File: src/hdl/core_pkg.sv
package core_pkg;

    localparam int XLEN       = 32;
    localparam int REG_ADDR_W = 5;

    // major opcodes of the supported subset
    typedef enum logic [6:0] {
        OP     = 7'b0110011,
        OP_IMM = 7'b0010011,
        LUI    = 7'b0110111,
        BRANCH = 7'b1100011
    } opcode_e;

    typedef struct packed {
        logic [6:0]            funct7;
        logic [REG_ADDR_W-1:0] rs2;
        logic [REG_ADDR_W-1:0] rs1;
        logic [2:0]            funct3;
        logic [REG_ADDR_W-1:0] rd;
        opcode_e               opcode;
    } r_fmt_t;

    typedef struct packed {
        logic [11:0]           imm;
        logic [REG_ADDR_W-1:0] rs1;
        logic [2:0]            funct3;
        logic [REG_ADDR_W-1:0] rd;
        opcode_e               opcode;
    } i_fmt_t;

    // branch offset bits are scattered over the word
    typedef struct packed {
        logic                  imm_12;
        logic [5:0]            imm_10_5;
        logic [REG_ADDR_W-1:0] rs2;
        logic [REG_ADDR_W-1:0] rs1;
        logic [2:0]            funct3;
        logic [3:0]            imm_4_1;
        logic                  imm_11;
        opcode_e               opcode;
    } b_fmt_t;

    typedef struct packed {
        logic [19:0]           imm;
        logic [REG_ADDR_W-1:0] rd;
        opcode_e               opcode;
    } u_fmt_t;

    // one fetched word, seen through each instruction format
    typedef union packed {
        r_fmt_t r;
        i_fmt_t i;
        b_fmt_t b;
        u_fmt_t u;
    } instr_u;

    typedef struct packed {
        logic [XLEN-1:0]       pc;
        logic [REG_ADDR_W-1:0] rd;
        logic [XLEN-1:0]       wdata;
        logic                  we;
        logic                  illegal;
    } retire_t;

    // per-instruction decode flags used by the execute stage
    typedef struct packed {
        logic rr_op;
        logic imm_op;
        logic lui_op;
        logic br_op;
        logic legal;
    } dec_t;

endpackage

File: src/hdl/exec_unit.sv
`timescale 1ns/1ps

module exec_unit import core_pkg::*; (
    input  logic                  clk_i,
    input  logic                  rstn_i,

    input  instr_u                instr_i,
    input  logic                  instr_valid_i,
    input  logic [XLEN-1:0]       pc_i,
    input  logic [XLEN-1:0]       rs1_data_i,
    input  logic [XLEN-1:0]       rs2_data_i,
    input  logic [XLEN-1:0]       imm_i,

    // register file write
    output logic                  we_o,
    output logic [REG_ADDR_W-1:0] rd_o,
    output logic [XLEN-1:0]       wdata_o,

    output logic [XLEN-1:0]       next_pc_o,
    output logic                  retire_valid_o,
    output retire_t               retire_o
);

    dec_t            dec;
    logic [XLEN-1:0] result;
    logic            writes_rd;
    logic            taken;

    always_comb begin
        dec = '0;
        case (instr_i.r.opcode)
            OP: begin
                // only funct7 bit 5 may be set, it selects SUB
                dec.rr_op = (instr_i.r.funct3 == 3'b000) &&
                            !instr_i.r.funct7[6] && (instr_i.r.funct7[4:0] == '0);
            end
            OP_IMM: begin
                dec.imm_op = (instr_i.i.funct3 == 3'b000);
            end
            LUI: begin
                dec.lui_op = 1'b1;
            end
            BRANCH: begin
                // funct3 000 is BEQ, 001 is BNE
                dec.br_op = (instr_i.b.funct3[2:1] == 2'b00);
            end
            default: begin
                dec = '0;
            end
        endcase
        dec.legal = dec.rr_op | dec.imm_op | dec.lui_op | dec.br_op;
    end

    always_comb begin
        result = '0;
        if (dec.rr_op) begin
            result = instr_i.r.funct7[5] ? (rs1_data_i - rs2_data_i)
                                         : (rs1_data_i + rs2_data_i);
        end else if (dec.imm_op) begin
            result = rs1_data_i + imm_i;
        end else if (dec.lui_op) begin
            result = imm_i;
        end
    end

    assign writes_rd = dec.rr_op | dec.imm_op | dec.lui_op;
    assign taken     = dec.br_op &&
                       (instr_i.b.funct3[0] ? (rs1_data_i != rs2_data_i)
                                            : (rs1_data_i == rs2_data_i));

    assign we_o      = instr_valid_i && writes_rd;
    assign rd_o      = instr_i.r.rd;
    assign wdata_o   = result;
    assign next_pc_o = taken ? (pc_i + imm_i) : (pc_i + 32'd4);

    always_ff @(posedge clk_i) begin
        if (!rstn_i) begin
            retire_valid_o <= 1'b0;
        end else begin
            retire_valid_o <= instr_valid_i;
        end
    end

    // retire record, captured together with the register write
    always_ff @(posedge clk_i) begin
        if (instr_valid_i) begin
            retire_o.pc      <= pc_i;
            retire_o.rd      <= instr_i.r.rd;
            retire_o.wdata   <= result;
            retire_o.we      <= writes_rd;
            retire_o.illegal <= !dec.legal;
        end
    end

endmodule

File: src/hdl/fetch_unit.sv
`timescale 1ns/1ps

module fetch_unit import core_pkg::*; #(
    parameter logic [XLEN-1:0] BOOT_ADDR = '0
) (
    input  logic            clk_i,
    input  logic            rstn_i,

    // instruction request channel
    output logic [XLEN-1:0] ibus_req_addr_o,
    output logic            ibus_req_valid_o,
    input  logic            ibus_req_ready_i,

    // instruction response channel
    input  logic [XLEN-1:0] ibus_rsp_data_i,
    input  logic            ibus_rsp_valid_i,
    output logic            ibus_rsp_ready_o,

    // towards decode and execute
    input  logic [XLEN-1:0] next_pc_i,
    output instr_u          instr_o,
    output logic            instr_valid_o,
    output logic [XLEN-1:0] pc_o
);

    localparam logic S_REQ  = 1'b0;
    localparam logic S_WAIT = 1'b1;

    logic            state_q;
    logic [XLEN-1:0] pc_q;
    logic            req_fire;
    logic            rsp_fire;

    assign ibus_req_valid_o = (state_q == S_REQ);
    assign ibus_req_addr_o  = pc_q;
    assign ibus_rsp_ready_o = (state_q == S_WAIT);

    assign req_fire = ibus_req_valid_o && ibus_req_ready_i;
    assign rsp_fire = ibus_rsp_ready_o && ibus_rsp_valid_i;

    // the response word goes straight on to decode, no extra cycle
    assign instr_o       = ibus_rsp_data_i;
    assign instr_valid_o = rsp_fire;
    assign pc_o          = pc_q;

    always_ff @(posedge clk_i) begin
        if (!rstn_i) begin
            state_q <= S_REQ;
            pc_q    <= BOOT_ADDR;
        end else begin
            case (state_q)
                S_REQ: begin
                    // hold the request until the memory takes it
                    if (req_fire) begin
                        state_q <= S_WAIT;
                    end
                end
                S_WAIT: begin
                    // next pc comes back from execute on the same edge
                    if (rsp_fire) begin
                        state_q <= S_REQ;
                        pc_q    <= next_pc_i;
                    end
                end
                default: begin
                    state_q <= S_REQ;
                end
            endcase
        end
    end

endmodule

File: src/hdl/imm_gen.sv
`timescale 1ns/1ps

module imm_gen import core_pkg::*; (
    input  instr_u          instr_i,
    output logic [XLEN-1:0] imm_o
);

    always_comb begin
        imm_o = '0;
        case (instr_i.r.opcode)
            OP_IMM: begin
                // sign-extended 12-bit immediate
                imm_o = {{(XLEN-12){instr_i.i.imm[11]}}, instr_i.i.imm};
            end
            BRANCH: begin
                // 13-bit offset, always even
                imm_o = {{(XLEN-13){instr_i.b.imm_12}},
                         instr_i.b.imm_12,
                         instr_i.b.imm_11,
                         instr_i.b.imm_10_5,
                         instr_i.b.imm_4_1,
                         1'b0};
            end
            LUI: begin
                imm_o = {instr_i.u.imm, 12'b0};
            end
            default: begin
                // R-type and unknown words carry no immediate
                imm_o = '0;
            end
        endcase
    end

endmodule

File: src/hdl/mini_core.sv
`timescale 1ns/1ps

module mini_core import core_pkg::*; #(
    parameter logic [XLEN-1:0] BOOT_ADDR = '0
) (
    input  logic            clk_i,
    input  logic            rstn_i,

    // instruction request
    output logic [XLEN-1:0] ibus_req_addr_o,
    output logic            ibus_req_valid_o,
    input  logic            ibus_req_ready_i,

    // instruction response
    input  logic [XLEN-1:0] ibus_rsp_data_i,
    input  logic            ibus_rsp_valid_i,
    output logic            ibus_rsp_ready_o,

    // retire trace
    output logic            retire_valid_o,
    output retire_t         retire_o
);

    instr_u                instr;
    logic                  instr_valid;
    logic [XLEN-1:0]       pc;
    logic [XLEN-1:0]       next_pc;
    logic [XLEN-1:0]       imm;
    logic [XLEN-1:0]       rs1_data;
    logic [XLEN-1:0]       rs2_data;
    logic                  rf_we;
    logic [REG_ADDR_W-1:0] rf_rd;
    logic [XLEN-1:0]       rf_wdata;

    fetch_unit #(
        .BOOT_ADDR ( BOOT_ADDR )
    ) i_fetch (
        .clk_i            ( clk_i ),
        .rstn_i           ( rstn_i ),
        .ibus_req_addr_o  ( ibus_req_addr_o ),
        .ibus_req_valid_o ( ibus_req_valid_o ),
        .ibus_req_ready_i ( ibus_req_ready_i ),
        .ibus_rsp_data_i  ( ibus_rsp_data_i ),
        .ibus_rsp_valid_i ( ibus_rsp_valid_i ),
        .ibus_rsp_ready_o ( ibus_rsp_ready_o ),
        .next_pc_i        ( next_pc ),
        .instr_o          ( instr ),
        .instr_valid_o    ( instr_valid ),
        .pc_o             ( pc )
    );

    // immediate and register reads both work on the same word
    imm_gen i_imm_gen (
        .instr_i ( instr ),
        .imm_o   ( imm )
    );

    reg_file i_reg_file (
        .clk_i      ( clk_i ),
        .rstn_i     ( rstn_i ),
        .rs1_i      ( instr.r.rs1 ),
        .rs2_i      ( instr.r.rs2 ),
        .rs1_data_o ( rs1_data ),
        .rs2_data_o ( rs2_data ),
        .we_i       ( rf_we ),
        .rd_i       ( rf_rd ),
        .wdata_i    ( rf_wdata )
    );

    exec_unit i_exec (
        .clk_i          ( clk_i ),
        .rstn_i         ( rstn_i ),
        .instr_i        ( instr ),
        .instr_valid_i  ( instr_valid ),
        .pc_i           ( pc ),
        .rs1_data_i     ( rs1_data ),
        .rs2_data_i     ( rs2_data ),
        .imm_i          ( imm ),
        .we_o           ( rf_we ),
        .rd_o           ( rf_rd ),
        .wdata_o        ( rf_wdata ),
        .next_pc_o      ( next_pc ),
        .retire_valid_o ( retire_valid_o ),
        .retire_o       ( retire_o )
    );

endmodule

File: src/hdl/reg_file.sv
`timescale 1ns/1ps

module reg_file import core_pkg::*; (
    input  logic                  clk_i,
    input  logic                  rstn_i,

    // read ports
    input  logic [REG_ADDR_W-1:0] rs1_i,
    input  logic [REG_ADDR_W-1:0] rs2_i,
    output logic [XLEN-1:0]       rs1_data_o,
    output logic [XLEN-1:0]       rs2_data_o,

    // write port
    input  logic                  we_i,
    input  logic [REG_ADDR_W-1:0] rd_i,
    input  logic [XLEN-1:0]       wdata_i
);

    localparam int NUM_REGS = 2 ** REG_ADDR_W;

    logic [XLEN-1:0] regs_q [NUM_REGS];

    always_ff @(posedge clk_i) begin
        if (!rstn_i) begin
            for (int k = 0; k < NUM_REGS; k++) begin
                regs_q[k] <= '0;
            end
        end else if (we_i && (rd_i != '0)) begin
            // x0 is never written
            regs_q[rd_i] <= wdata_i;
        end
    end

    // x0 always reads back as zero
    assign rs1_data_o = (rs1_i == '0) ? '0 : regs_q[rs1_i];
    assign rs2_data_o = (rs2_i == '0) ? '0 : regs_q[rs2_i];

endmodule

File: config.mk
export PLATFORM = sky130hd
export DESIGN_NAME = mini_core
export DESIGN_NICKNAME = d
export VERILOG_FILES = /design/src/hdl/core_pkg.sv /design/src/hdl/exec_unit.sv /design/src/hdl/fetch_unit.sv /design/src/hdl/imm_gen.sv /design/src/hdl/mini_core.sv /design/src/hdl/reg_file.sv
export SDC_FILE = /design/constraint.sdc
export NUM_CORES = 2
export LEC_CHECK = 0
export CAP_MARGIN = 20
export CORE_UTILIZATION = 55
export DETAILED_ROUTE_END_ITERATION = 7
export DONT_BUFFER_PORTS = 1
export HOLD_SLACK_MARGIN = 0.05
export PLACE_DENSITY_LB_ADDON = 0.12
export SLEW_MARGIN = 20
export SYNTH_ARGS = -nofsm -noshare
export SYNTH_HDL_FRONTEND = slang
export SYNTH_SLANG_ARGS = --single-unit
File: constraint.sdc
create_clock -name clk_i -period 8.4 [get_ports clk_i]
set_clock_uncertainty 0.15 [all_clocks]
set_input_delay 0.42 -clock clk_i [delete_from_list [all_inputs] [get_ports clk_i]]
set_output_delay 0.42 -clock clk_i [all_outputs]
set_load 0.005 [all_outputs]
-- Word-level counts from Yosys, hierarchy flattened
Memory sizes are Yosys's and may differ from the RTL's.
Cells that the tools add are included.
- register bits: 105
- bits in writable memories: 1024
- bits of input ports: 36
- output and inout port bits: 106
- logic and storage cells: 64
- memories: 1
- memory list (memory ; depth ; bits a word ; read ports ; clocked after memory_dff ; wr ports ; RTL line ; source):
    i_reg_file.regs_q ; 32 ; 32 ; 2 ; 0 ; 32 ; reg_file.sv:21 ; logic [XLEN-1:0] regs_q [NUM_REGS];
- $add $sub $neg: 5
- eq/ne operators: 6
- muxes and demuxes: 23
- bitwise logic cells: 4
- reduce and logical (&&, ||, !) cells: 17
- operator list (kind ; count):
    32-bit 2-to-1 mux ; 8
    32-bit adder ; 3
    32-bit case mux with 3 select lines ; 1
    32-bit by 3-bit adder with 32-bit output, second input constant ; 1
    32-bit equality test ; 1
    32-bit inequality test ; 1
    32-bit OR reduction ; 1
    32-bit subtractor ; 1
    5-bit zero test ; 3
    7-bit by 6-bit equality test with 1-bit output, second input constant ; 2
    1-bit 2-to-1 mux ; 12
    7-bit by 5-bit equality test with 1-bit output, second input constant ; 1
    7-bit equality test, second input constant ; 1
    1-bit logical AND ; 7
    5-bit 2-to-1 mux ; 1
    5-bit nonzero test ; 1
    3-bit zero test ; 1
    1-bit bitwise OR ; 3
    1-bit zero test ; 2
    2-bit zero test ; 1
    1-bit case mux with 2 select lines ; 1
    2-bit AND reduction ; 1
    1-bit NOT ; 1

-- Logic depth before layout (Yosys ltp)
- word-level depth: 13
- gate-level depth with buffers: 26
- gate-level depth less buffers: 19

-- Cells and area by module
A second synthesis with hierarchy kept.
- cell total of the unflattened synthesis: 5055
- area, all modules: 66593.9 sq um
- modules (own cells, without submodules) (module ; instances ; cells each ; area each (sq um) ; sequential area each (sq um)):
    reg_file ; 1 ; 3509 ; 54204.5 ; 30749.5
    exec_unit ; 1 ; 1265 ; 10105.9 ; 2152.1
    fetch_unit ; 1 ; 217 ; 1866.8 ; 660.6
    imm_gen ; 1 ; 64 ; 416.6 ; 0.0

-- Worst setup path before layout
No wires, ideal clock.
- path type: input to register
- from: in ibus_rsp_data_i[20]
- to: mem i_reg_file.regs_q[14][28] (data pin)
- library setup time: 270 ps
- arrival time: 6903 ps
- data required time: 7980 ps
- setup slack: 1077 ps
- stages on the path: 26
- path buffers: 8
- cells stage by stage: buf_4 -> buf_4 -> buf_2 -> clkbuf_1 -> buf_2 -> buf_2 -> buf_1 -> mux4_2 -> mux4_2 -> mux2i_1 -> nor2_1 -> ha_1 -> fa_1 -> nand2b_1 -> a21oi_1 -> o21bai_1 -> a21oi_1 -> a211o_1 -> a221oi_1 -> o31ai_1 -> a211o_1 -> a2111oi_0 -> o21ai_0 -> a32oi_1 -> buf_2 -> a21oi_1
- RTL lines (what ; RTL line ; source):
    start: declaration ; mini_core.sv:15 ; input logic [XLEN-1:0] ibus_rsp_data_i,
    end: declaration ; reg_file.sv:21 ;

==> out/qor_table.md <==
| Parameter | This run |
|:---|:---|
| First-pass GRT wire length | 323 mm |
| Maximum single-stage delay on the critical path | 1020 ps |
| Chain of cells forming the critical path | mux4_2, mux2i_1, o32ai_1, a21oi_2, ha_1, nor4_1, and3_1, nand3b_1, o211ai_1, a21oi_1, o311ai_1, o311ai_0, xor2_1, a21oi_4, nor2_1 |
| Top flip-flop cell by instance count after synthesis | edfxtp_1 |
| Routed vias/inst | 7.13 |
| Nets@finish | 4879 |
| Highest ir drop seen on vdd | 0.199 mV |
| Detailed router's first-iteration violation count | 6475 |
| Overall routing resource usage | 0.391 |
| Total Routed Length | 230 mm |
| Leakage dissipation | 24.0 nW |
| Die height | 344 um |
| Avg Cell Area, Syn | 13.2 um2 |
| Sequential-to-total area share from yosys stat | 0.521 |
| Detailed-router iteration count before antenna repair | 6 |
| Via count | 45138 |
| Critical Path Start Type | input pin |
| Total power | 13.5 mW |
| H-tree lvl count | 3 |
| Average wire per standard cell | 36.4 um |
| Pin slew with the least headroom to its limit | 1670 ps |
| Routability-driven placement congestion ratio | 1.00 |
| Clock transition at the registers of the reported paths | 70 ps |
| CP Buf/Inv Count | 0 |
| Detailed-placement wirelength estimate | 136 mm |
| Cell with the largest stage delay on the worst path | mux4_2 |
| Pin count of the biggest net entering global routing | 271 |
| Width of the die | 344 um |
| Number of gates given a new drive strength after cts | 0 |
| Number of global-route vias before repair | 43433 |
| EDFF count, synth | 1095 |
| Critical setup path kind | input pin to flip-flop |
| Remaining global-route overflow | 0 |
| Worst-skew pair later-pin latency | 770 ps |
| Count of maximum capacitance violations | 0 |
| Power per unit of standard cell area | 194 nW/um2 |
| Root Driver | clkbuf_16 |
| Final period utilization | 0.809 |
| Die Area | 118000 um2 |
| Total standard cell area after synthesis | 64400 um2 |
| Data required time of the critical path | 8690 ps |
| Share of flip-flops with an asynchronous set or reset | 0 |
| Synthesis warning total | 0 |
| DRC violations left | 0 |
| TritonCTS buffer count | 119 |
| Number of instances in the synthesized netlist | 4878 |
| Share of final-layout standard cells stronger than drive strength 1 | 0.230 |
| Top library cells by usage in the layout, fill and taps aside | edfxtp_1, nor2_1, mux4_2 |
| Max Clk Rate | 147 MHz |
| Type of destination of the critical path | flip-flop |
| Most common cell after layout, fill and taps aside | edfxtp_1 |
| Max Buffers Root-to-Sink | 3 |
| Area Overhead vs Synth | 8.32% |
| Setup TNS Final | 0 ps |
| Clock sink total | 1129 |
| Io pins | 142 |
| Data arrival at the endpoint of the critical path | 7080 ps |
| Post-layout minimum cycle time | 6790 ps |
| CP Max Fanout | 261 |
| Failing checks | slew limit |
| Row cnt | 125 |
| Core ar. | 116000 um2 |
| Initial antenna violation count | 3 |
| Effective utilization at floorplan | 0.554 |
| Total setup violations reported at the end of the flow | 0 |
| Count of unique library cells instantiated by Yosys | 109 |
| Top delay family on crit path | compound AO/OA/AOI/OAI gates |
| Unrepaired setup endpoints after global routing | false |
| Max-Slew Margin vs Limit | -0.115 |
| Kind of path behind the tightest hold check | input pin to flip-flop |
| Post-synthesis sequential element count | 1129 |
| Routed Antenna Nets | 0 |
| Clock tree from TritonCTS | done |
| Max Transition Viols Final | 113 |
| Quantity of I/O buffers inserted on ports | 0 |
| Final-report hold violation count | 0 |
| Outcome | complete, but fails checks |
[timing repair]
item                                   CTS  global route
hold buffers                            13             0
buffers inserted                         0             0
endpoints found under the hold margin   90             0
[per-stage QoR]
step | util | instances | cell area, um2 | setup slack [ps] | hold WS [ps]
6_report | 0.600 | 6335 | 69800 | 1610 | 82.4
5_1_grt | 0.600 | 6333 | 69800 | 1400 | 94.3
4_1_cts | 0.600 | 6332 | 69700 | 1930 | 53.0
3_5_place_dp | 0.566 | 6106 | 65800 | 1700 | 370
3_3_place_gp | 0.566 | 6105 | 65800 | 1670 | 370
2_1_floorplan | - | 4909 | 64500 | 1080 | 326
[worst min-delay path: stages]
cell and delay [ps]:
nand2_1 30, buf_4 230, nand2_1 120, a21oi_1 60
[registers in the layout (all words and copies together) (netlist names)]
register                  count
i_fetch.ibus_rsp_ready_o      1
i_exec.retire_o              71
i_reg_file.regs_q          1024
i_fetch.ibus_req_addr_o      32
i_exec.retire_valid_o         1
[cells in the mapped netlist, types with 10 or more instances]
cell | instances | area, um2
and2_1 | 15 | 93.8
mux2i_1 | 68 | 681
dfxtp_1 | 34 | 681
o21a_1 | 14 | 105
nor2_2 | 59 | 369
clkbuf_1 | 315 | 1180
mux4_2 | 607 | 13700
o22ai_1 | 10 | 62.6
buf_2 | 48 | 240
xnor2_1 | 53 | 464
nand2b_1 | 52 | 325
or3_1 | 10 | 62.6
buf_6 | 12 | 135
a21oi_2 | 12 | 105
o211ai_1 | 12 | 90.1
o21ai_0 | 81 | 405
a22oi_1 | 27 | 203
nor3_1 | 39 | 195
nor4_1 | 48 | 300
and3_1 | 26 | 163
nor3b_1 | 11 | 82.6
inv_1 | 109 | 409
nand3_1 | 50 | 250
o21bai_1 | 26 | 195
nor2b_1 | 21 | 131
a221oi_1 | 14 | 123
a21o_1 | 78 | 586
xor2_1 | 24 | 210
a31oi_1 | 19 | 119
edfxtp_1 | 1095 | 32900
nand2_1 | 251 | 942
ha_1 | 122 | 1530
buf_1 | 58 | 218
a21oi_1 | 242 | 1210
nor2_1 | 979 | 3670
inv_2 | 11 | 41.3
nand4_1 | 17 | 106
[cell type report]
class                   count  area (um2)
diodes                      2        5.00
clock buffers             142        3060
clock inverters            71         704
fillers                  9058       46400
inverters                 121         457
multi-input cells        3215       29000
flip-flops and latches   1129       33600
well taps                1524        1910
repair buffers            131        1070
[path summary, 6_finish.rpt]
check / start / to / slack, ps / depth (start not counted)
worst min register to register: i_fetch.ibus_req_addr_o[7]$_SDFFE_PN0P_ / i_exec.retire_o[46]$_DFFE_PP_ / 410 / 0
worst min-delay path: ibus_rsp_valid_i / i_fetch.ibus_req_addr_o[2]$_SDFFE_PN0P_ / 80 / 4
worst max-delay path: ibus_rsp_data_i[21] / i_reg_file.regs_q[23][27]$_SDFFCE_PN0P_ / 1610 / 15
worst max register to register: i_reg_file.regs_q[28][2]$_SDFFCE_PN0P_ / i_reg_file.regs_q[21][28]$_SDFFCE_PN0P_ / 1680 / 18
[logic make-up after synthesis]
group           share of synthesized area
buf+inv                            0.0366
xor+xnor                           0.0107
fa+ha+maj                          0.0259
flops                               0.521
compound gates                     0.0662
simple gates                        0.112
other cells                     0.0000582
mux                                 0.227
[power by group]
group,total (mW),switching (mW),internal [mW]
Clock,5.19,2.31,2.88
Combinational,1.91,1.11,0.803
Sequential,6.44,0.0922,6.35
Total,13.5,3.51,10.0
[metal layers]
| layer | share of wire | vias to the layer above | track usage | wire [um] |
|---|---|---|---|---|
| met5 | 0.000030 | - | 0 | 7 |
| met4 | 0.062 | 2 | 0.206 | 14400 |
| met3 | 0.13 | 575 | 0.0865 | 29100 |
| met2 | 0.44 | 3258 | 0.580 | 102000 |
| met1 | 0.37 | 22967 | 0.543 | 84700 |
| li1 | - | 18336 | - | - |
No activity file was read; power rests on OpenSTA's default activity.
